### config.mk
export PLATFORM = sky130hd
export DESIGN_NAME = mac_column
export DESIGN_NICKNAME = d
export VERILOG_FILES = /design/src/vpu_pkg.sv /design/src/mac_column.sv
export SDC_FILE = /design/constraint.sdc
export NUM_CORES = 1
export LEC_CHECK = 0
export BUFFER_PORTS_ARGS = -buffer_cell sky130_fd_sc_hd__clkbuf_2
export CORE_UTILIZATION = 45
export DETAILED_ROUTE_END_ITERATION = 6
export PLACE_DENSITY = 0.71
export SYNTH_ARGS = -nofsm -noshare
export SYNTH_HDL_FRONTEND = slang
export SYNTH_SLANG_ARGS = --single-unit
### constraint.sdc
create_clock -name clk -period 1.1 [get_ports clk]
set_input_delay 0.165 -clock clk [delete_from_list [all_inputs] [get_ports clk]]
set_output_delay 0.165 -clock clk [all_outputs]
set_load 0.005 [all_outputs]
### src/vpu_pkg.sv
package vpu_pkg;

    // stream geometry
    localparam int LANES      = 4;   // samples per vector word
    localparam int NUM_COL    = 4;   // mac columns in the chain
    localparam int SAMPLE_W   = 16;

    // buffering
    localparam int FIFO_DEPTH = 16;
    localparam int CNT_W      = 5;   // holds 0..FIFO_DEPTH

    // apb register map, word addresses
    localparam int APB_AW     = 5;
    localparam int APB_DW     = 32;
    localparam int ADDR_CTRL  = 0;   // bit 0 = run
    localparam int ADDR_BIAS0 = 1;   // bias lane k at 1+k
    localparam int ADDR_WGT0  = 5;   // weight col c lane k at 5+c*LANES+k
    localparam int NUM_REGS   = 21;

    typedef logic [SAMPLE_W-1:0] sample_t;
    typedef logic [CNT_W-1:0]    fifo_cnt_t;
    typedef logic [APB_AW-1:0]   apb_addr_t;
    typedef logic [APB_DW-1:0]   apb_data_t;

    typedef struct packed {
        sample_t [LANES-1:0] data;
    } lane_vec_t;

    // bundle passed from column to column
    typedef struct packed {
        logic      valid;
        lane_vec_t sample;
        lane_vec_t psum;   // running bias + sum of products
    } col_bus_t;

    typedef struct packed {
        logic      sel;
        logic      enable;
        logic      write;
        apb_addr_t addr;
        apb_data_t wdata;
    } apb_req_t;

    typedef struct packed {
        logic      ready;
        apb_data_t rdata;
    } apb_rsp_t;

    typedef lane_vec_t [NUM_COL-1:0] wgt_array_t;

endpackage

### src/mac_column.sv
module mac_column (
    input  logic               clk,
    input  logic               i_rst_n,
    input  logic               i_advance,
    input  vpu_pkg::lane_vec_t i_weight,
    input  vpu_pkg::col_bus_t  i_bus,
    output vpu_pkg::col_bus_t  o_bus
);

    vpu_pkg::lane_vec_t psum_nxt;
    logic               valid_q;
    vpu_pkg::lane_vec_t sample_q;
    vpu_pkg::lane_vec_t psum_q;

    // per lane multiply-accumulate, wraps at SAMPLE_W bits
    always_comb begin
        for (int k = 0; k < vpu_pkg::LANES; k++) begin
            psum_nxt.data[k] = i_bus.psum.data[k]
                             + i_bus.sample.data[k] * i_weight.data[k];
        end
    end

    always_ff @(posedge clk or negedge i_rst_n) begin
        if (!i_rst_n) begin
            valid_q <= 1'b0;
        end else if (i_advance) begin
            valid_q <= i_bus.valid;
        end
    end

    always_ff @(posedge clk) begin
        if (i_advance) begin
            sample_q <= i_bus.sample;   // sample passes through unchanged
            psum_q   <= psum_nxt;
        end
    end

    assign o_bus = '{valid: valid_q, sample: sample_q, psum: psum_q};

    // whole chain freezes together when egress runs short of room
    a_hold_on_stall: assert property (
        @(posedge clk) disable iff (!i_rst_n)
        !i_advance |=> (o_bus.valid == $past(o_bus.valid))
                    && (!o_bus.valid || $stable(o_bus))
    );

endmodule

-- Word level (Yosys, flattened, before mapping)
Index checks and enable logic that the tools add are counted.
- register bits after elaboration: 129
- latch bits: 0
- bits in writable memories: 0
- memory bits (read-only): 0
- input port bits: 196
- output and inout port bits: 129
- logic and storage cells: 17
- memories: 0
- $add $sub $neg: 4
- multipliers: 4
- divide/modulo/power cells: 0
- $lt $le $gt $ge: 0
- equality and inequality tests: 0
- shifts and indexed selects: 0
- mux-type cells: 0
- bitwise logic cells: 0
- reductions and logical operators: 0
- operators with widths (kind ; number):
    adder 16 bit ; 4
    multiplier 16 x 16 -> 16 bit ; 4

-- Longest topological paths before layout
- word-level depth: 2
- gate-level depth with buffers: 20
- mapped depth without buffers: 19

-- Worst setup path before layout
Ideal clock, no wire load.
- path type: input -> register
- from: input i_weight[49] in the netlist's numbering
- to: register psum_q (netlist bit o_bus[63]), data pin
- setup time: 259 ps
- data arrival time: 4773 ps
- required time: 841 ps
- slack: -3933 ps
- cell stages on the path: 17
- buffers on the path: 1
- cell sequence: clkbuf_1 > nand2_1 > fa_1 > fa_1 > inv_1 > fa_1 > inv_1 > fa_1 > fa_1 > fa_1 > inv_1 > ha_1 > a21oi_1 > o22ai_1 > a211oi_1 > a21oi_1 > xnor2_1
- RTL lines (what ; RTL line ; RTL):
    start: declaration ; mac_column.sv:5 ; input vpu_pkg::lane_vec_t i_weight,
    end signal: assignment ; mac_column.sv:34 ; psum_q <= psum_nxt;
    end: declaration ; mac_column.sv:13 ; vpu_pkg::lane_vec_t psum_q;

==> impl_metrics.py <==
metrics = {
    "sta": {
        "post-route-worst-setup-slack_ns": -3.314,
        "final.hold.worst_slack_ns": -0.004888,
        "finalSetupViolations": 188,
        "slew-limit-headroom_pct": 78.61,
        "final_max_tran_viols": 0,
        "finClkSkew_ns": 0,
        "period_minus_slack_ns": 4.414,
        "finalHoldViolCount": 2,
        "fin_crit_sh_pct": 401.3,
        "worst_slew_pin_slew_ns": 0.3186,
        "grt_setup_unrepaired": "true",
        "achievable-frequency_mhz": 226.5,
    },
    "worst_setup_path": {
        "crit_end": "o_bus[31]",
        "setup.worst_path.class": "in -> reg",
        "crit_chain": "clkbuf_2, buf_6, and2_1, fa_1, inv_1, fa_1, fa_1, fa_1, fa_1, fa_2, xnor2_2, xnor2_1, xnor2_1, xnor2_1, xnor3_2, xor2_1",
        "slowest_delay_ns": 0.58,
        "worstSetupStartpointType": "primary input",
        "rrSetupSlack_ns": 0.11,
        "reg2regPathDepth": 3,
        "rr_endpoint": "valid_q",
        "critical_path.endpoint_type": "register",
        "critPathRequiredTime_ns": 1.34,
        "crit_path_max_fanout": 7,
        "regToRegStartpoint": "valid_q",
        "crit_arrival_ns": 4.65,
        "crit_top_cell": "fa_1",
        "crit_family": "adder cells",
        "worstSetupPathDepth": 16,
        "crit_slowest_cell": "fa_1",
        "critPathBufInv": 3,
        "setup.worst_path.start": "i_bus[89]",
    },
    "worst_hold_path": {
        "worstHoldPathType": "in -> reg",
    },
    "power_and_ir_drop": {
        "leakage_uw": 0.01472,
        "powerDensity_nw_per_um2": 3080,
        "ir_drop_uv": 2383,
    },
    "synthesis": {
        "synth_edf_count": 128,
        "synth_nets": 2999,
        "synth.yosys.warnings": 0,
        "synth_sequential_area_ratio_pct": 18.13,
        "synthArstFlopShare_pct": 0.7752,
        "synth.cell_area_um2": 21330,
        "synth_seq_cells": 129,
        "syn_avg_cell_area_um2": 9.614,
        "ys.flop_type": "edfxtp_1",
        "synth_cell_type_count": 40,
        "postSynthCellCount": 2219,
    },
    "drt": {
        "avgViaCountPerCell": 4.877,
        "routed-via-count": 17108,
        "dr.first_iter.drc_count": 775,
        "first_pass_iters": 7,
        "post-route-drc-count": 24,
        "finalWirelength_mm": 59.05,
        "number_of_antenna_violating_nets_in_the_routed_design": 0,
        "final_routed_wire_length_divided_by_cell_count_um": 16.83,
    },
    "clocking": {
        "insertion_delay_ns": 0.49,
        "tritoncts_clock_tree": "built",
        "clock_sink_count": 129,
        "cts-root-buf": "clkbuf_16",
        "numCtsBuffers": 17,
        "clk_transition_reported_paths_ns": 0.06,
        "max-clock-path-buffers": 2,
        "count_of_h_tree_levels_built_during_cts": 4,
    },
    "floorplanning": {
        "num_io_pins": 325,
        "core_area_um2": 46650,
        "floorplan.initialDensity_pct": 45.73,
        "die_height_um": 219.7,
        "die_w_um": 219.7,
        "row_count": 79,
        "fp.dieArea_um2": 48280,
    },
    "global_routing": {
        "grt_first_pass_wirelength_mm": 93.97,
        "grt_pass1_vias": 19078,
        "grt_start_max_net_pins": 44,
        "initial_antenna_violation_count": 0,
        "gr-total-overflow": 0,
        "grt_use_total_pct": 25.31,
    },
    "status": {
        "status": "finished with violations",
        "failing_checks": "DRC, hold timing, setup timing",
    },
    "placement": {
        "dp.final_hpwl_mm": 46.00,
        "buffer_ports.inserted": 324,
        "gp_routability_congestion": 0.9421,
    },
    "final_layout": {
        "layout.filler_cells": 3494,
        "seq_area_um2": 3869,
        "multi_input_comb_area_um2": 16940,
        "design.final.nets": 3668,
        "final_util_pct": 64.77,
        "drive_gt1_share_pct": 37.13,
        "n_antenna_cell": 0,
        "syn2layout_area_growth_pct": 41.65,
    },
    "run": {
        "maxCapViolations": 0,
    },
}
## cell type report
class / count / share of cell area [%]
sequential: 129 / 12.80
multi-input combinational: 1429 / 56.04
inverter: 597 / 7.432
timing repair buffer: 714 / 19.24
clock buffer: 20 / 1.445
clock inverter: 12 / 0.5258
tap: 607 / 2.513
## worst min-delay path by stage
stage	start	to	slack (ns)	depth (start not counted)
2_1_floorplan	i_rst_n	valid_q	-0.13	0
3_3_place_gp	i_rst_n	valid_q	-0.06	1
3_5_place_dp	i_rst_n	valid_q	-0.05	1
4_1_cts	i_bus[48]	o_bus[48]	-0.04	2
5_1_grt	i_bus[0]	o_bus[0]	-0.03	2
6_report	i_bus[0]	o_bus[0]	-0.005	2
## sequential cells by signal, summed over array words and instances (netlist names)
register	count
valid_q	1
o_bus	128
## placed cells by master (no fill, tap or decap), drive strengths merged, types with 3 or more instances in the layout
cell / instances
nor2: 17
o21a: 17
nor3: 4
edfxtp: 128
fa: 376
a31oi: 3
bufinv: 3
o31ai: 3
nor2b: 6
ha: 208
dlygate4sd3: 49
xnor2: 121
clkinv: 6
a21o: 10
nand2b: 5
a21oi: 27
o21bai: 3
or2: 3
xor2: 34
o31a: 3
nand2: 380
o21ai: 16
and2: 171
o22ai: 3
buf: 355
nand4: 3
or3: 3
clkbuf: 330
inv: 598
xnor3: 4
## cell usage after synthesis, types with 2 or more instances
cell type / instances / area share [%]
a211oi_1: 2 / 0.070
a21o_1: 10 / 0.35
a21oi_1: 27 / 0.63
a31oi_1: 3 / 0.088
and2_1: 167 / 4.9
and2_2: 4 / 0.14
buf_2: 4 / 0.094
buf_4: 3 / 0.11
buf_6: 6 / 0.32
clkbuf_1: 49 / 0.86
clkbuf_2: 2 / 0.047
edfxtp_1: 128 / 18
fa_1: 376 / 35
ha_1: 208 / 12
inv_1: 597 / 11
nand2_1: 376 / 6.6
nand2_2: 4 / 0.12
nand2b_1: 5 / 0.15
nand3_1: 2 / 0.047
nand4_1: 3 / 0.088
nor2_1: 17 / 0.30
nor2b_1: 6 / 0.18
nor3_1: 4 / 0.094
o21a_1: 17 / 0.60
o21ai_0: 16 / 0.38
o21ba_2: 2 / 0.094
o21bai_1: 3 / 0.11
o22ai_1: 3 / 0.088
o31a_1: 3 / 0.12
o31ai_1: 3 / 0.11
or2_2: 3 / 0.088
or3_1: 3 / 0.088
xnor2_1: 118 / 4.8
xnor2_2: 3 / 0.23
xnor3_1: 4 / 0.42
xor2_1: 34 / 1.4
## metal layers
layer | wire, µm | track usage, % | vias up
li1 | - | - | 7839
met1 | 23410 | 30.07 | 8622
met2 | 30940 | 44.83 | 510
met3 | 2768 | 4.831 | 137
met4 | 1936 | 10.09 | 0
met5 | 0 | 0 | -
## report_power, final
part	switching, µW	internal, µW
combinational	36600	40600
sequential	386	9370
clock	2560	3560
total	39600	53500
## metrics by stage
step / area [µm²] / worst slack (ns) / TNS (ns) / total power [µW] / std cells
2_1_floorplan: 23070 / -3.583 / -145.56 / 54920 / 2219
3_3_place_gp: 26670 / -3.824 / -173.41 / 73580 / 3367
3_5_place_dp: 26670 / -3.967 / -176.98 / 75990 / 3367
4_1_cts: 29550 / -3.260 / -148.61 / 88300 / 3488
5_1_grt: 30220 / -3.467 / -156.89 / 100900 / 3508
6_report: 30220 / -3.314 / -145.82 / 93070 / 3508
## logic make-up after synthesis
family | count (synthesis) | share of synthesized area (%)
and+or+nand+nor | 594 | 12.80
buffers and inverters | 661 | 11.93
AOI/OAI and AO/OA | 91 | 2.715
xor gates and xnor gates | 159 | 6.891
adders and majority gates | 584 | 47.48
muxes | 1 | 0.05278
DFF | 129 | 18.13
## what timing repair did
item                       in CTS  in global routing
setup endpoints to repair     189                188
pin swaps                     135                100
buffers inserted               44                 25
hold buffers                   47                  2
hold endpoints to repair       53                  6
resized for setup             329                147
gates cloned                    1                  0
Power figures use the tool's default switching activity.
