===== src/vpu_pkg.sv =====
package vpu_pkg;

    // stream geometry
    localparam int LANES      = 4;   // samples per vector word
    localparam int NUM_COL    = 4;   // mac columns in the chain
    localparam int SAMPLE_W   = 16;

    // buffering
    localparam int FIFO_DEPTH = 16;
    localparam int CNT_W      = 5;   // holds 0..FIFO_DEPTH

    // apb register map, word addresses
    localparam int APB_AW     = 5;
    localparam int APB_DW     = 32;
    localparam int ADDR_CTRL  = 0;   // bit 0 = run
    localparam int ADDR_BIAS0 = 1;   // bias lane k at 1+k
    localparam int ADDR_WGT0  = 5;   // weight col c lane k at 5+c*LANES+k
    localparam int NUM_REGS   = 21;

    typedef logic [SAMPLE_W-1:0] sample_t;
    typedef logic [CNT_W-1:0]    fifo_cnt_t;
    typedef logic [APB_AW-1:0]   apb_addr_t;
    typedef logic [APB_DW-1:0]   apb_data_t;

    typedef struct packed {
        sample_t [LANES-1:0] data;
    } lane_vec_t;

    // bundle passed from column to column
    typedef struct packed {
        logic      valid;
        lane_vec_t sample;
        lane_vec_t psum;   // running bias + sum of products
    } col_bus_t;

    typedef struct packed {
        logic      sel;
        logic      enable;
        logic      write;
        apb_addr_t addr;
        apb_data_t wdata;
    } apb_req_t;

    typedef struct packed {
        logic      ready;
        apb_data_t rdata;
    } apb_rsp_t;

    typedef lane_vec_t [NUM_COL-1:0] wgt_array_t;

endpackage


===== src/sync_fifo.sv =====
module sync_fifo (
    input  logic               clk,
    input  logic               i_rst_n,
    input  logic               i_push,
    input  logic               i_pop,
    input  vpu_pkg::col_bus_t  i_din,
    output vpu_pkg::col_bus_t  o_dout,
    output logic               o_empty,
    output logic               o_full,
    output vpu_pkg::fifo_cnt_t o_count
);

    vpu_pkg::col_bus_t                      mem [vpu_pkg::FIFO_DEPTH];
    logic [$clog2(vpu_pkg::FIFO_DEPTH)-1:0] wr_ptr;
    logic [$clog2(vpu_pkg::FIFO_DEPTH)-1:0] rd_ptr;
    vpu_pkg::fifo_cnt_t                     count;

    // storage
    always_ff @(posedge clk) begin
        if (i_push) begin
            mem[wr_ptr] <= i_din;
        end
    end

    // pointers wrap naturally, depth is a power of two
    always_ff @(posedge clk or negedge i_rst_n) begin
        if (!i_rst_n) begin
            wr_ptr <= '0;
            rd_ptr <= '0;
            count  <= '0;
        end else begin
            if (i_push) begin
                wr_ptr <= wr_ptr + 1'b1;
            end
            if (i_pop) begin
                rd_ptr <= rd_ptr + 1'b1;
            end
            case ({i_push, i_pop})
                2'b10:   count <= count + 1'b1;
                2'b01:   count <= count - 1'b1;
                default: count <= count;   // idle or push+pop
            endcase
        end
    end

    assign o_dout  = mem[rd_ptr];   // head entry, first-word fall-through
    assign o_empty = (count == '0);
    assign o_full  = (count == vpu_pkg::fifo_cnt_t'(vpu_pkg::FIFO_DEPTH));
    assign o_count = count;

    // the writer and reader are expected to respect the flags
    a_no_push_full: assert property (
        @(posedge clk) disable iff (!i_rst_n) i_push |-> !o_full
    );

    a_no_pop_empty: assert property (
        @(posedge clk) disable iff (!i_rst_n) i_pop |-> !o_empty
    );

endmodule


===== src/stream_egress.sv =====
module stream_egress (
    input  logic               clk,
    input  logic               i_rst_n,
    input  vpu_pkg::col_bus_t  i_bus,
    output logic               o_advance,
    output vpu_pkg::lane_vec_t o_tdata,
    output logic               o_tvalid,
    input  logic               i_tready
);

    logic               fifo_push;
    logic               fifo_pop;
    logic               fifo_empty;
    vpu_pkg::col_bus_t  fifo_dout;
    vpu_pkg::fifo_cnt_t fifo_count;

    // keep room for every stage that may still hold a word
    assign o_advance = (fifo_count <= vpu_pkg::fifo_cnt_t'(vpu_pkg::FIFO_DEPTH
                                                          - (vpu_pkg::NUM_COL + 1)));

    assign fifo_push = o_advance && i_bus.valid;
    assign fifo_pop  = i_tready && !fifo_empty;

    sync_fifo u_fifo (
        .clk     (clk),
        .i_rst_n (i_rst_n),
        .i_push  (fifo_push),
        .i_pop   (fifo_pop),
        .i_din   (i_bus),
        .o_dout  (fifo_dout),
        .o_empty (fifo_empty),
        .o_full  (),
        .o_count (fifo_count)
    );

    // head stays put until popped, so data holds under back-pressure
    assign o_tvalid = !fifo_empty;
    assign o_tdata  = fifo_dout.psum;   // finished dot product

    a_count_bound: assert property (
        @(posedge clk) disable iff (!i_rst_n)
        fifo_count <= vpu_pkg::fifo_cnt_t'(vpu_pkg::FIFO_DEPTH)
    );

endmodule


===== config.mk =====
export PLATFORM = sky130hd
export DESIGN_NAME = stream_egress
export DESIGN_NICKNAME = d
export VERILOG_FILES = /design/src/vpu_pkg.sv /design/src/sync_fifo.sv /design/src/stream_egress.sv
export SDC_FILE = /design/constraint.sdc
export NUM_CORES = 1
export LEC_CHECK = 0
export BUFFER_PORTS_ARGS = -buffer_cell sky130_fd_sc_hd__clkbuf_2
export CORE_UTILIZATION = 55
export DETAILED_ROUTE_END_ITERATION = 16
export PLACE_DENSITY = 0.73
export SYNTH_ARGS = -nofsm -noshare
export SYNTH_HDL_FRONTEND = slang
export SYNTH_SLANG_ARGS = --single-unit

===== constraint.sdc =====
create_clock -name clk -period 7.9 [get_ports clk]
set_input_delay 1.185 -clock clk [delete_from_list [all_inputs] [get_ports clk]]
set_output_delay 1.185 -clock clk [all_outputs]
set_load 0.03 [all_outputs]

* After elaboration in Yosys (flattened, before gate mapping)
Memories as Yosys holds them, arrays and structs flattened.
Index checks and enable logic that the tools add are counted.
** Word-level totals
- Register bits after elaboration :: 13
- Latch bits :: 0
- RAM bits :: 2064
- Memory bits (read-only) :: 0
- Output and inout port bits :: 66
- Logic and storage cells :: 19
- Memories :: 1
** Operators by class
- Add/subtract/negate cells :: 4
- $mul :: 0
- Divide/modulo/power cells :: 0
- Order comparisons :: 1
- Eq/ne operators :: 2
- Shifts and indexed selects :: 0
- Mux-type cells :: 3
- Bitwise logic cells :: 0
- Reductions and logical operators :: 5
** Memory list
- u_fifo.mem :: words 16, bits a word 129, read ports 1, clocked after Yosys merged registers in 0, write ports 1, RTL line sync_fifo.sv:13 : vpu_pkg::col_bus_t mem [vpu_pkg::FIFO_DEPTH];
** Operators with widths (count)
- 5-bit case mux with 2 select lines :: 1
- 4-bit by 1-bit adder with 4-bit output (second input constant) :: 2
- 5-bit by 1-bit adder with 5-bit output (second input constant) :: 1
- 5-bit by 4-bit <= comparator with 1-bit output (second input constant) :: 1
- 5-bit zero test :: 1
- 5-bit by 1-bit subtractor with 5-bit output (second input constant) :: 1
- 2-bit by 1-bit == test with 1-bit output (second input constant) :: 1
- 2-bit == test (second input constant) :: 1
- 1-bit logical AND :: 2
- 1-bit 2-to-1 mux :: 2
- 2-bit nonzero test :: 1
- 1-bit zero test :: 1

* Depth between registers and ports, before layout
- Depth in word-level cells :: 5
- Depth in mapped cells :: 12
- Mapped depth without buffers :: 11

* Cells and area by module
A second synthesis with hierarchy kept.
** Unflattened totals
- Cells, all modules :: 3526
- Area total of the unflattened synthesis :: 78581.6 µm²
** By module, submodules not included
- sync_fifo :: instances 1, cells each 3522, area each 78556.6 µm², sequential area each 62304.8 µm²
- stream_egress :: instances 1, cells each 4, area each 25.0 µm², sequential area each 0.0 µm²

* Worst setup path after synthesis
Ideal clock, no wire load.
- Path type :: input port to flip-flop
- Start :: input port i_bus[128] (netlist bit)
- End :: memory u_fifo.mem[3][0] (netlist bit) (enable)
- Setup time :: 0.565 ns
- Data arrival time :: 6.083 ns
- Required time :: 7.335 ns
- Slack :: 1.253 ns
- Stages on the path :: 4
- Path buffers :: 1
- Cells stage by stage :: and2_1 -> clkbuf_1 -> nand2_1 -> nor3_1
** On the way
- Cells in the longest elaborated chain, start to end :: 3
** Ends and longest elaborated chain
- from (decl) :: RTL line stream_egress.sv:4 : input vpu_pkg::col_bus_t i_bus,
- 1-bit logical AND :: RTL line stream_egress.sv:21 : assign fifo_push = o_advance && i_bus.valid;
- 1-bit 2-to-1 mux :: RTL line sync_fifo.sv:20 : if (i_push) begin
- 1-bit 2-to-1 mux (implied by the code) :: RTL line sync_fifo.sv:21 : mem[wr_ptr] <= i_din;
- to (decl) :: RTL line sync_fifo.sv:13
Every way passes these cells.

==> flow_summary.yaml <==
cts:
  cts_hold_buf: 0
  cts_buffer_depth: 3
  htreeDepth: 3
  cts_tree: "done"
  clk_latency_ns: 0.65
  cts.sinks: 1037
  cts-root-buf: "clkbuf_16"
  clk_pin_slew_worst_paths_ns: 0.06
  cts_resized: 0
  cts_setup_buffers: 0
  numCtsBuffers: 101
global_route:
  grt_pass1_vias: 20100
  overflow: 0
  antenna_found_initial: 6
  grt_max_degree: 141
  grt.total_usage_pct: 23.1
  grt_pass1_wl_mm: 125
logic_synthesis:
  syn_area_sq_mm: 0.0401
  synth_ff_type: "edfxtp_1"
  ys_seq_elements: 1037
  synthArstFlopShare_pct: 1.25
  synth.area.top_cells: "edfxtp_1 77%, mux4_2 7.2%, mux2i_1 4.8%"
  synth_top_area_share_pct: 76.8
  synth_area_per_cell_sq_um: 20.1
  syn-num-nets: 2134
  yosysTopAreaCell: "edfxtp_1"
  seq_area_frac_synth_pct: 77.6
  synth_cells: 1992
  synth_edf_count: 1024
  yosysWarnings: 0
  yosysUniqueCellTypes: 33
routing:
  drtIter0Drc: 1868
  drtPass1Iterations: 5
  vias: 19700
  viasPerCell: 6.17
  ant_nets: 0
  wl_per_cell_microns: 26.6
  drc: 0
  wirelength_mm: 84.6
sta:
  fmax_mhz: 164
  finalHoldViolCount: 0
  slew_headroom_pct: 17.6
  slew_violations: 0
  period_needed_ns: 6.10
  period_share_pct: 77.2
  rsz0062_at_grt: "no"
  skew_ns: 0.0166
  tightest_slew_ns: 1.23
  setup_viol: 0
  fin_tns_setup_ns: 0
die:
  dieArea_sq_mm: 0.0739
  fp.dieW_microns: 272
  rows: 98
  coreArea_sq_mm: 0.0717
  ioPinCount: 198
  die_h_microns: 272
  start_util_pct: 55.8
finish:
  nets: 2293
  layout-drive-gt1-share_pct: 23.1
  fillers: 4861
  mostFrequentLayoutCell: "edfxtp_1"
  syn_to_final_growth_pct: 11.7
  post-route-util_pct: 62.4
  final_cell_mix: "1024 x edfxtp_1, 193 x mux2i_1, 133 x clkbuf_2, 128 x mux4_2, 118 x o21ai_0"
power_and_ir_drop:
  power.leakage_nw: 14.8
  power_per_cell_area_mw_per_mm2: 363
  irDropWorstVdd_v: 0.000395
outcome:
  outcome: "finished, final reports clean"
worst_setup_path:
  start_kind: "flip-flop"
  worst-path-max-fanout: 78
  cp.required_ns: 6.71
  regToRegSetupSlack_ns: 4.31
  critPathCaptureType: "output pin"
  arrival_ns: 4.91
  path_class: "reg2out"
flow_run:
  max_cap_violations: 0
placed_design:
  place.gp.congestion: 0.715
  io_buffers: 133
  post-dp-hpwl_mm: 41.0
worst_hold_path:
  hp-class: "in2async"
critical path: stages (launching register included):
cell	delay [ns]
dfrtp_4	0.94
buf_4	0.58
and2_4	1.04
buf_4	0.77
a221oi_1	0.22
o21ai_0	0.28
nand2_1	0.15
clkbuf_2	0.21
power breakdown:
group | internal [mW] | switching, mW | leakage (nW)
logic | 1.85 | 3.23 | 3.90
registers | 6.40 | 0.275 | 9.37
clock network | 2.56 | 1.93 | 1.54
total | 10.8 | 5.44 | 14.8
cell families (layout without fill, tap and decap cells):
logic type | after synthesis | after routing | synth area share (%)
xor gates and xnor gates | 10 | 10 | 0.219
and+or+nand+nor | 103 | 103 | 1.06
AOI/OAI and AO/OA | 328 | 328 | 5.17
adders and majority gates | 10 | 10 | 0.331
other | 0 | 2 | 0
buffers and inverters | 118 | 360 | 1.79
DFF | 1037 | 1037 | 77.6
muxes | 386 | 386 | 13.8
cells in the mapped netlist, types with 11 or more instances:
library cell and n:
a21oi_1 67, a221oi_1 60, a22oi_1 64, buf_2 11, buf_6 31, clkbuf_1 55, dfrtp_1 13, edfxtp_1 1024
mux2_1 12, mux2_2 53, mux2i_1 193, mux4_2 128, nand2_1 74, nor2_1 12, o21ai_0 118, o21ai_1 14
through the flow:
step / setup slack, ns / power, mW / hold slack, ns / cells / instance area, sq um
2_1_floorplan: 1.25 / 10.5 / 0.468 / 1992 / 40100
6_report: 1.80 / 16.3 / 0.444 / 3186 / 44800
4_1_cts: 1.73 / 16.4 / 0.418 / 3184 / 44700
3_5_place_dp: 2.48 / 11.9 / 0.489 / 2998 / 41600
3_3_place_gp: 2.52 / 11.8 / 0.485 / 2998 / 41600
5_1_grt: 1.57 / 16.9 / 0.446 / 3186 / 44800
layer usage:
layer / track usage (%) / vias up / wire length (microns)
li1: - / 8549 / -
met1: 31.0 / 10300 / 33900
met2: 38.8 / 675 / 43000
met3: 4.39 / 155 / 5770
met4: 6.45 / 8 / 1890
met5: 0 / - / 45
state kept, by name (all words and copies together), names as in the netlist:
signal          count
u_fifo.mem       1024
u_fifo.wr_ptr       4
u_fifo.rd_ptr       4
u_fifo.o_count      5
worst paths after layout:
kind	start	endpoint	cells past startpoint
worst max-delay path	u_fifo.rd_ptr[1]	o_tdata[33]	7
worst min-delay path	i_rst_n	u_fifo.o_count[0]	1
worst max register to register	u_fifo.o_count[3]	u_fifo.mem[7][27]	5
worst min register to register	u_fifo.o_count[4]	u_fifo.o_count[4]	1
max in group asynchronous	i_rst_n	u_fifo.rd_ptr[3]	1
min in group clk	u_fifo.o_count[4]	u_fifo.o_count[4]	1
layout make-up:
cell class | count | area [sq um] | share of cell area [%]
antenna | 2 | 5.00 | 0.0112
clock buffer | 123 | 2670 | 5.97
clock inverter | 63 | 444 | 0.993
inverter | 7 | 26.3 | 0.0587
multi-input combinational | 837 | 8380 | 18.7
sequential | 1037 | 31100 | 69.5
tap | 950 | 1190 | 2.66
timing repair buffer | 167 | 946 | 2.11
Note: power is estimated with default switching activity, not from simulation.
