### config.mk
export PLATFORM = sky130hd
export DESIGN_NAME = stream_ingress
export DESIGN_NICKNAME = d
export VERILOG_FILES = /design/src/vpu_pkg.sv /design/src/sync_fifo.sv /design/src/stream_ingress.sv
export SDC_FILE = /design/constraint.sdc
export NUM_CORES = 1
export LEC_CHECK = 0
export BUFFER_PORTS_ARGS = -buffer_cell sky130_fd_sc_hd__buf_4
export CORE_MARGIN = 2
export CORE_UTILIZATION = 25
export DETAILED_ROUTE_END_ITERATION = 8
export GPL_TIMING_DRIVEN = 0
export SLEW_MARGIN = 20
export SYNTH_ARGS = -nofsm -noshare
export SYNTH_HDL_FRONTEND = slang
export SYNTH_SLANG_ARGS = --single-unit
### constraint.sdc
create_clock -name clk -period 17.5 [get_ports clk]
set_input_delay 2.625 -clock clk [delete_from_list [all_inputs] [get_ports clk]]
set_output_delay 2.625 -clock clk [all_outputs]
set_load 0.02 [all_outputs]
### src/vpu_pkg.sv
package vpu_pkg;

    // stream geometry
    localparam int LANES      = 4;   // samples per vector word
    localparam int NUM_COL    = 4;   // mac columns in the chain
    localparam int SAMPLE_W   = 16;

    // buffering
    localparam int FIFO_DEPTH = 16;
    localparam int CNT_W      = 5;   // holds 0..FIFO_DEPTH

    // apb register map, word addresses
    localparam int APB_AW     = 5;
    localparam int APB_DW     = 32;
    localparam int ADDR_CTRL  = 0;   // bit 0 = run
    localparam int ADDR_BIAS0 = 1;   // bias lane k at 1+k
    localparam int ADDR_WGT0  = 5;   // weight col c lane k at 5+c*LANES+k
    localparam int NUM_REGS   = 21;

    typedef logic [SAMPLE_W-1:0] sample_t;
    typedef logic [CNT_W-1:0]    fifo_cnt_t;
    typedef logic [APB_AW-1:0]   apb_addr_t;
    typedef logic [APB_DW-1:0]   apb_data_t;

    typedef struct packed {
        sample_t [LANES-1:0] data;
    } lane_vec_t;

    // bundle passed from column to column
    typedef struct packed {
        logic      valid;
        lane_vec_t sample;
        lane_vec_t psum;   // running bias + sum of products
    } col_bus_t;

    typedef struct packed {
        logic      sel;
        logic      enable;
        logic      write;
        apb_addr_t addr;
        apb_data_t wdata;
    } apb_req_t;

    typedef struct packed {
        logic      ready;
        apb_data_t rdata;
    } apb_rsp_t;

    typedef lane_vec_t [NUM_COL-1:0] wgt_array_t;

endpackage

### src/sync_fifo.sv
module sync_fifo (
    input  logic               clk,
    input  logic               i_rst_n,
    input  logic               i_push,
    input  logic               i_pop,
    input  vpu_pkg::col_bus_t  i_din,
    output vpu_pkg::col_bus_t  o_dout,
    output logic               o_empty,
    output logic               o_full,
    output vpu_pkg::fifo_cnt_t o_count
);

    vpu_pkg::col_bus_t                      mem [vpu_pkg::FIFO_DEPTH];
    logic [$clog2(vpu_pkg::FIFO_DEPTH)-1:0] wr_ptr;
    logic [$clog2(vpu_pkg::FIFO_DEPTH)-1:0] rd_ptr;
    vpu_pkg::fifo_cnt_t                     count;

    // storage
    always_ff @(posedge clk) begin
        if (i_push) begin
            mem[wr_ptr] <= i_din;
        end
    end

    // pointers wrap naturally, depth is a power of two
    always_ff @(posedge clk or negedge i_rst_n) begin
        if (!i_rst_n) begin
            wr_ptr <= '0;
            rd_ptr <= '0;
            count  <= '0;
        end else begin
            if (i_push) begin
                wr_ptr <= wr_ptr + 1'b1;
            end
            if (i_pop) begin
                rd_ptr <= rd_ptr + 1'b1;
            end
            case ({i_push, i_pop})
                2'b10:   count <= count + 1'b1;
                2'b01:   count <= count - 1'b1;
                default: count <= count;   // idle or push+pop
            endcase
        end
    end

    assign o_dout  = mem[rd_ptr];   // head entry, first-word fall-through
    assign o_empty = (count == '0);
    assign o_full  = (count == vpu_pkg::fifo_cnt_t'(vpu_pkg::FIFO_DEPTH));
    assign o_count = count;

    // the writer and reader are expected to respect the flags
    a_no_push_full: assert property (
        @(posedge clk) disable iff (!i_rst_n) i_push |-> !o_full
    );

    a_no_pop_empty: assert property (
        @(posedge clk) disable iff (!i_rst_n) i_pop |-> !o_empty
    );

endmodule

### src/stream_ingress.sv
module stream_ingress (
    input  logic               clk,
    input  logic               i_rst_n,
    input  logic               i_run,
    input  vpu_pkg::lane_vec_t i_bias,
    input  logic               i_advance,
    input  vpu_pkg::lane_vec_t i_tdata,
    input  logic               i_tvalid,
    output logic               o_tready,
    output vpu_pkg::col_bus_t  o_bus
);

    logic               fifo_push;
    logic               fifo_pop;
    logic               fifo_empty;
    logic               fifo_full;
    vpu_pkg::col_bus_t  fifo_din;
    vpu_pkg::col_bus_t  fifo_dout;
    logic               valid_q;
    vpu_pkg::lane_vec_t sample_q;
    vpu_pkg::lane_vec_t psum_q;

    // accept only while running and there is room
    assign o_tready  = i_run && !fifo_full;
    assign fifo_push = i_tvalid && o_tready;
    assign fifo_pop  = i_advance && !fifo_empty;

    assign fifo_din = '{valid: 1'b1, sample: i_tdata, psum: '0};

    sync_fifo u_fifo (
        .clk     (clk),
        .i_rst_n (i_rst_n),
        .i_push  (fifo_push),
        .i_pop   (fifo_pop),
        .i_din   (fifo_din),
        .o_dout  (fifo_dout),
        .o_empty (fifo_empty),
        .o_full  (fifo_full),
        .o_count ()
    );

    always_ff @(posedge clk or negedge i_rst_n) begin
        if (!i_rst_n) begin
            valid_q <= 1'b0;
        end else if (i_advance) begin
            valid_q <= !fifo_empty;   // bubble when nothing buffered
        end
    end

    // payload only changes with a real word
    always_ff @(posedge clk) begin
        if (fifo_pop) begin
            sample_q <= fifo_dout.sample;
            psum_q   <= i_bias;   // accumulation starts from bias
        end
    end

    assign o_bus = '{valid: valid_q, sample: sample_q, psum: psum_q};

endmodule

Word level (Yosys, flattened, before mapping)
Memory sizes are Yosys's and may differ from the RTL's. A register that Yosys moved wholly into a read port is not among the register bits.
Index checks and enable logic that the tools add are counted.
Storage, ports and cells
  memories kept: 1
  flip-flop bits (word level): 78
  bits of input ports: 133
  word-level logic and storage cells: 26
  RAM bits: 1024
Memories
  u_fifo.mem: words 16, width 64, rd ports 1, clocked after Yosys merged registers in 1, wr ports 1, RTL line sync_fifo.sv:13  | vpu_pkg::col_bus_t mem [vpu_pkg::FIFO_DEPTH];
Cells by class
  add/sub/neg operators: 4
  multiplexer cells: 3
  equal/unequal tests: 3
  reductions and logical operators: 7
Operator list (number)
  5-bit case mux with 2 select lines: 1
  4-bit by 1-bit adder with 4-bit output (second input constant): 2
  5-bit by 1-bit adder with 5-bit output (second input constant): 1
  5-bit equality test (second input constant): 1
  5-bit logical NOT: 1
  5-bit by 1-bit subtractor with 5-bit output (second input constant): 1
  1-bit logical AND: 3
  2-bit by 1-bit equality test with 1-bit output (second input constant): 1
  2-bit equality test (second input constant): 1
  1-bit logical NOT: 2
  1-bit 2-to-1 mux: 2
  2-bit nonzero test: 1

Logic depth before layout (Yosys ltp)
Gate-level depths: netlist (run 1).
  depth after elaboration: 6
  depth in mapped cells: 13
  depth with buffers taken out: 12

Hierarchy
From an unflattened synthesis (run 1), not the netlist that was laid out.
Second synthesis, totals
  cells, all modules: 3659
  area total of the unflattened synthesis: 82485.4 um2
Modules (own cells, without submodules)
  sync_fifo: area each 78556.6 um2, cells each 3522, times used 1
  stream_ingress: area each 3928.8 um2, cells each 137, times used 1

Worst setup path after synthesis (run 1)
OpenSTA, ideal clock, no wires.
  path type: input port to flip-flop
  start point: input i_run
  end point: memory u_fifo.mem[0][0] in the netlist's numbering (enable)
  data arrival time: 7.605 ns
  cell stages on the path: 5
  slack: 9.331 ns
  buffers on the path: 1
  setup time: 0.565 ns
  required time: 16.935 ns
  path through: o21a_1 > and2_1 > buf_6 > nand2_1 > nor3_1
On the way
  word-level cells in the longest chain between the ends: 4
Ends and longest elaborated chain
  from (decl): RTL line stream_ingress.sv:4  | input logic i_run,
  1-bit logical AND: RTL line stream_ingress.sv:24  | assign o_tready = i_run && !fifo_full;
  1-bit logical AND: RTL line stream_ingress.sv:25  | assign fifo_push = i_tvalid && o_tready;
  1-bit 2-to-1 mux: RTL line sync_fifo.sv:20  | if (i_push) begin
  1-bit 2-to-1 mux (implied by the code): RTL line sync_fifo.sv:21  | mem[wr_ptr] <= i_din;
  to (decl): RTL line sync_fifo.sv:13
No other way between the ends.

Worst setup path in the final report (run 1)
  start point: input i_run
  end point: output o_tready
On the way
  word-level cells in the longest chain between the ends: 1
Ends and longest elaborated chain
  1-bit logical AND: RTL line stream_ingress.sv:24
  to (decl): RTL line stream_ingress.sv:9  | output logic o_tready,
No other way between the ends.

==> impl_metrics.tcl, run 1 <==
set metrics [dict create \
    outcome "completed" \
    r2r-start "u_fifo.o_count[0]" \
    path_max_fanout 2 \
    use_met3_pct 2.78 \
    grt_pass1_vias 22300 \
    syn-num-nets 2269 \
    clock.fmax_mhz 178 \
    criticalPathCategory "in2out" \
    cts.reportedPaths.clkPinSlew_ps 60 \
    drt_wl_total_mm 110 \
    io_buffer_count 262 \
    grt-ovfl-total 0 \
    die_w_um 422 \
    viasPerCell 4.34 \
    start_util_pct 25.2 \
    dr_total_vias 21800 \
    synth_seq_cells 1166 \
    cts_resized 0 \
    ys.warnings.count 0 \
    die_height_um 422 \
    cts_tree "done" \
    timing_hold_violations_final 0 \
    drc 0 \
    finalMaxSlewViolations 0 \
    leakagePower_uw 0.0178 \
    finClkSkew_ps 35.1 \
    postCtsSetupBuffers 0 \
    dr.pass1.iters 5 \
    dr.first_iter.drc_count 1685 \
    dp_hpwl_mm 74.3 \
    ctsHoldBuffers 0 \
    cpPeakStageDelay_ps 150 \
    fin_crit_sh_pct 32.1 \
    vdd_drop_max_v 0.0000824 \
    crit_top_cell "buf_4" \
    netlist_area_um2 43800 \
    dieArea_um2 178000 \
    slowest_stage "buf_4" \
    nFillCells 16700 \
    num_rows 153 \
    crit_path_end_kind "primary output" \
    grt_max_degree 91 \
    pin_count 263 \
    r2r_slack_ps 13560 \
    layout-area-overhead-vs-synth_pct 23.1 \
    synth.distinct_cells 33 \
    pre_cts_ws_ps 11890 \
    fp.coreArea_um2 174000 \
    clock-sinks 1166 \
    tightestPinTransition_ps 1080 \
    crit_path_cell_trace "buf_4 -> o21a_1 -> buf_4" \
    syn_area_per_cell_um2 20.6 \
    p_per_area_nw_per_um2 155 \
    wl_per_cell_um 21.9 \
    start_kind "primary input" \
    cp_data_arrival_time_ps 2980 \
    cts_htree_levels 3 \
    maxCapViolCount 0 \
    layout.nets 2733 \
    ant_nets 0 \
    antenna_found_initial 21 \
    maxSlewHeadroom_pct 28.2 \
    startpoint "i_run" \
    syn_inst 2126 \
    hold_path_class "reg2reg" \
    clockBufferDepth 3 \
    grt_usage_pct 12.1 \
    cp.required_ps 14880 \
    root_buffer "clkbuf_16" \
    ys_seq_area_share_pct 79.8 \
    rsz0062_at_grt "no" \
    met2_usage_pct 21.4 \
    min-delay-start "u_fifo.o_count[4]" \
    place.gp.congestion 0.729 \
    grt_pass1_wl_mm 158 \
    clkLatencyLatePin_ps 740 \
    drive_above_1_share_pct 29.1 \
    numCtsBuffers 118 \
    fin_setup_tns_ps 0 \
    finalSetupViolations 0 \
    fin_ws_ps 11890 \
    grtUsageMet1_pct 14.1 \
    finalCriticalPeriod_ps 5610 \
    grt_busiest_layer "met2" \
]
critical path, delay by kind of cell:
kind                   cells  cell delay (ps)
buffers and inverters      2              260
AOI/OAI and AO/OA          1              100
flip-flops by register name (all words and copies together) (netlist names):
| register | count |
|---|---|
| o_bus | 128 |
| u_fifo.mem | 1024 |
| u_fifo.o_count | 5 |
| u_fifo.rd_ptr | 4 |
| u_fifo.wr_ptr | 4 |
| valid_q | 1 |
cell families (layout without fill, tap and decap cells):
family,count (synthesis),count (layout),share of synthesized area [%]
flops,1166,1166,79.8
mux,385,385,12.6
compound gates,330,330,4.70
buf+inv,121,685,1.28
simple gates,104,104,1.01
fa+ha+maj,10,10,0.303
xor+xnor,10,10,0.200
other cells,0,5,0
final cells by class:
class                      count  area, µm²  share of cell area, %
antenna                        5       12.5                 0.0232
buffer                       111        524                  0.974
clock buffer                 150       3230                   5.99
clock inverter                70        591                   1.10
inverter                      10       45.0                 0.0836
multi-input combinational    839       8370                   15.5
sequential                  1166      34900                   64.9
tap                         2325       2910                   5.40
timing repair buffer         344       3230                   6.01
report_power, final:
group          internal, µW  switching (µW)
Combinational           915            1510
Clock                  1400            1090
Sequential             3360            70.8
Total                  5670            2670
cell usage after synthesis:
cell      count  area share, %
inv_1        10          0.086
a22oi_1      64            1.1
nand2b_1      3          0.043
xnor2_1       8           0.16
nand3_1       2          0.023
mux4_2      128            6.6
o21ai_0     118            1.3
mux2_2       64            1.6
xor2_1        2          0.040
or3b_2        1          0.020
buf_4        17           0.29
nand4_2       1          0.029
clkbuf_1     61           0.52
nor2b_1       2          0.029
dfrtp_1      14           0.80
a221oi_1     64            1.3
fa_1          1          0.046
buf_2        29           0.33
buf_1         3          0.026
o21a_1        1          0.017
edfxtp_1   1152             79
a21o_1        1          0.017
nand2_1      75           0.64
nor3_1        4          0.046
mux2i_1     193            4.4
o21ai_1      16           0.18
and2_1        2          0.029
a21oi_1      66           0.75
buf_6         1          0.026
nand2_4       1          0.026
nor2_1       12           0.10
or4_4         1          0.026
ha_1          9           0.26
path summary, 6_finish.rpt:
path                                          end  cells after the start
worst max register to register  u_fifo.o_count[4]                     10
worst min register to register  u_fifo.o_count[4]                      1
max in group asynchronous        u_fifo.wr_ptr[3]                      1
min in group asynchronous       u_fifo.o_count[4]                      1
worst max-delay path                     o_tready                      3
worst min-delay path            u_fifo.o_count[4]                      1
routing by layer:
| metal | vias up | part of all wire (%) |
|---|---|---|
| li1 | 9710 | - |
| met3 | 208 | 6.0 |
| met5 | - | 0.067 |
| met4 | 16 | 3.5 |
| met1 | 11200 | 39 |
| met2 | 642 | 51 |
metrics by stage:
step	area (µm²)	util (%)	instances	total power [µW]	hold WS, ps
after floorplan	43800	-	2126	4960	466
after global placement	48600	28.0	4713	5950	488
after detailed placement	50000	28.8	4795	5980	492
after CTS	53800	31.0	5015	8490	505
after global routing	53800	31.0	5018	8720	529
final	53900	31.0	5020	8340	497
cells in the final DEF (no fill, tap or decap), types with 17 or more instances in the layout:
master / n
edfxtp_1: 1152
buf_4: 317
mux2i_1: 193
mux4_2: 128
clkbuf_16: 120
o21ai_0: 118
clkbuf_1: 80
nand2_1: 75
a21oi_1: 66
a22oi_1: 64
a221oi_1: 64
mux2_2: 64
buf_2: 29
clkinv_2: 25
buf_12: 24
clkinv_1: 22
buf_16: 17
Power figures use the tool's default switching activity.
==> run 2, diff against run 1 <==
--- a/config.mk
+++ b/config.mk
@@ -5,6 +5,7 @@
 export SDC_FILE = /design/constraint.sdc
 export NUM_CORES = 1
 export LEC_CHECK = 0
+export ABC_AREA = 1
 export BUFFER_PORTS_ARGS = -buffer_cell sky130_fd_sc_hd__buf_4
 export CORE_MARGIN = 2
 export CORE_UTILIZATION = 25
==> constraint.sdc (replaced) <==
create_clock -name clk -period 5.6 [get_ports clk]
set_input_delay 0.84 -clock clk [delete_from_list [all_inputs] [get_ports clk]]
set_output_delay 0.84 -clock clk [all_outputs]
set_load 0.02 [all_outputs]
==> run 2 against run 1 <==
Setup slack lost 9300 ps. Die area is 8.2% higher. Critical path depth up 7. Largest power group unchanged.
==> impl_metrics.tcl, run 2 <==
set metrics [dict create \
    ctsHoldBuffers 1 \
    ys_seq_area_share_pct 73.8 \
    syn_area_per_cell_um2 11.2 \
    stdcell_count 7363 \
    grt_pass1_wl_mm 189 \
    cp_data_arrival_time_ps 3470 \
    leakagePower_uw 0.0233 \
    synth_seq_cells 1166 \
    path_max_fanout 10 \
    syn_inst 4240 \
    use_met3_pct 2.85 \
    root_buffer "clkbuf_16" \
    met2_usage_pct 21.8 \
    cp.required_ps 6030 \
    clockBufferDepth 3 \
    ys.flop_type "edfxtp_1" \
    dr.first_iter.drc_count 2554 \
    dr_total_vias 30700 \
    fin_ws_ps 2560 \
    grt_pass1_vias 29900 \
    grt_max_degree 88 \
    p_per_area_nw_per_um2 480 \
    cts_resized 0 \
    synthTopCellsByCount "nand2_1, edfxtp_1, inv_1, nand3_1, nor2_1" \
    finClkSkew_ps 62.4 \
    layout.nets 4904 \
    tightestPinTransition_ps 1090 \
    netlist_area_um2 47400 \
    synth_enable_flop_cells 1152 \
    criticalPathCategory "reg2reg" \
    clock-sinks 1166 \
    dp_hpwl_mm 89.6 \
    io_buffer_count 262 \
    synth_top_cell_area_share_pct 73.0 \
    grt_busiest_layer "met2" \
    numCtsBuffers 119 \
    clock.fmax_mhz 329 \
    finalCriticalPeriod_ps 3040 \
    crit_path_end_kind "flop" \
    start_kind "flop" \
    fin_crit_sh_pct 54.3 \
    final_cell_mix "nand2_1, edfxtp_1, inv_1" \
    dr.pass1.iters 6 \
    top_register "u_fifo.mem" \
    outcome "completed" \
    synth.distinct_cells 19 \
    finalMaxSlewViolations 0 \
    pre_cts_ws_ps 2240 \
    dieArea_um2 193000 \
    start_util_pct 25.2 \
    vdd_drop_max_v 0.000329 \
    cts.reportedPaths.clkPinSlew_ps 60 \
    yosys.area.top_type "edfxtp_1" \
    nFillCells 18900 \
    pin_count 263 \
    grtUsageMet1_pct 16.1 \
    clkLatencyLatePin_ps 760 \
    num_rows 159 \
    timing_hold_violations_final 0 \
    total_power_uw 27700 \
    antenna_found_initial 21 \
    grt_usage_pct 13.0 \
    finalSetupViolations 0 \
    die_height_um 439 \
    maxCapViolCount 0 \
    maxSlewHeadroom_pct 27.1 \
    drive_above_1_share_pct 15.5 \
    cts_htree_levels 3 \
    yosysMostFrequentCell "nand2_1" \
    layout_commonest_cell "nand2_1" \
    synth_area_leaders "edfxtp_1, nand2_1, nand3_1" \
    fp.coreArea_um2 188000 \
    place.gp.congestion 0.800 \
    rsz0062_at_grt "no" \
    ys.warnings.count 0 \
    wl_per_cell_um 17.3 \
    postCtsSetupBuffers 0 \
    hold_path_class "in2reg" \
    drt_wl_total_mm 128 \
    drc 0 \
    placed_cells_incl_taps 7134 \
    final_core_util_pct 30.7 \
    layout-area-overhead-vs-synth_pct 21.7 \
    viasPerCell 4.17 \
    die_w_um 439 \
    async_reset_ff_share_pct 1.20 \
    fin_setup_tns_ps 0 \
    syn-num-nets 4383 \
    cts_tree "done" \
    largest_register_ffs 1024 \
    ant_nets 0 \
    grt-ovfl-total 0 \
]
## run 2: cell count changes after synthesis, sizes merged, moves of 12 or more
cell    before   now
a221oi      64     0
o21ai      134    10
nand3        2   394
clkbuf      61    32
mux4       128     0
buf         50   170
a22oi       64     0
inv         10   411
mux2i      193     0
nor2        12   388
mux2        64     0
a21oi       66     0
nand2       76  1635
nor3         4    16
## run 2: routing by layer
metal,vias up,wire length [µm]
li1,14900,-
met4,28,5290
met2,939,61300
met5,-,138
met1,14600,52500
met3,252,8500
## run 2: power by group
group / internal (µW) / switching (µW) / total, µW / leakage [µW]
clock network: 4560 / 3460 / 8020 / 0.00193
registers: 10500 / 256 / 10700 / 0.0106
logic: 2520 / 6440 / 8960 / 0.0107
## run 2: final cells by class
type | count | area, µm² | area share (%)
repair buffers | 400 | 3110 | 5.40
inverters | 411 | 1550 | 2.69
multi-input cells | 2461 | 9970 | 17.3
clock buffers | 152 | 3190 | 5.54
plain buffers | 202 | 1000 | 1.74
clock inverters | 73 | 772 | 1.34
flip-flops and latches | 1166 | 34900 | 60.6
well taps | 2495 | 3120 | 5.41
diodes | 3 | 7.51 | 0.0130
## run 2: critical path, cell delays in order (launching register included)
cell	delay, ps
dfrtp_1	390
nor2_1	80
nand3_1	110
nand3_1	190
buf_2	270
nor3_2	500
buf_4	310
buf_6	160
buf_4	210
buf_4	230
buf_4	220
## run 2: path summary, 6_finish.rpt
kind	depth (start not counted)	startpoint	slack, ps	to
max in group asynchronous	2	i_rst_n	4870	u_fifo.rd_ptr[1]
worst min-delay path	2	i_advance	280	valid_q
worst max-delay path	10	u_fifo.o_count[1]	2560	u_fifo.mem[11][38]
min in group asynchronous	2	i_rst_n	500	valid_q
worst max register to register	10	u_fifo.o_count[1]	2560	u_fifo.mem[11][38]
worst min register to register	2	u_fifo.o_count[3]	530	u_fifo.o_count[3]
## run 2: metrics by stage
stage	cell area [µm²]	hold WS [ps]
2_1_floorplan	47400	476
3_3_place_gp	52500	497
3_5_place_dp	53700	510
4_1_cts	57700	212
5_1_grt	57700	240
6_report	57700	279
## run 2: cell families (layout without fill, tap and decap cells)
logic type               Yosys count  count (layout)  share of synthesized area (%)
XOR/XNOR                           5               5                         0.0925
flip-flops                      1166            1166                           73.8
adder cells (fa/ha/maj)           10              10                          0.280
other                              0               3                              0
AND/OR/NAND/NOR                 2436            2436                           20.4
AO/OA/AOI/OAI                     10              10                          0.106
buffers and inverters            613            1238                           5.36
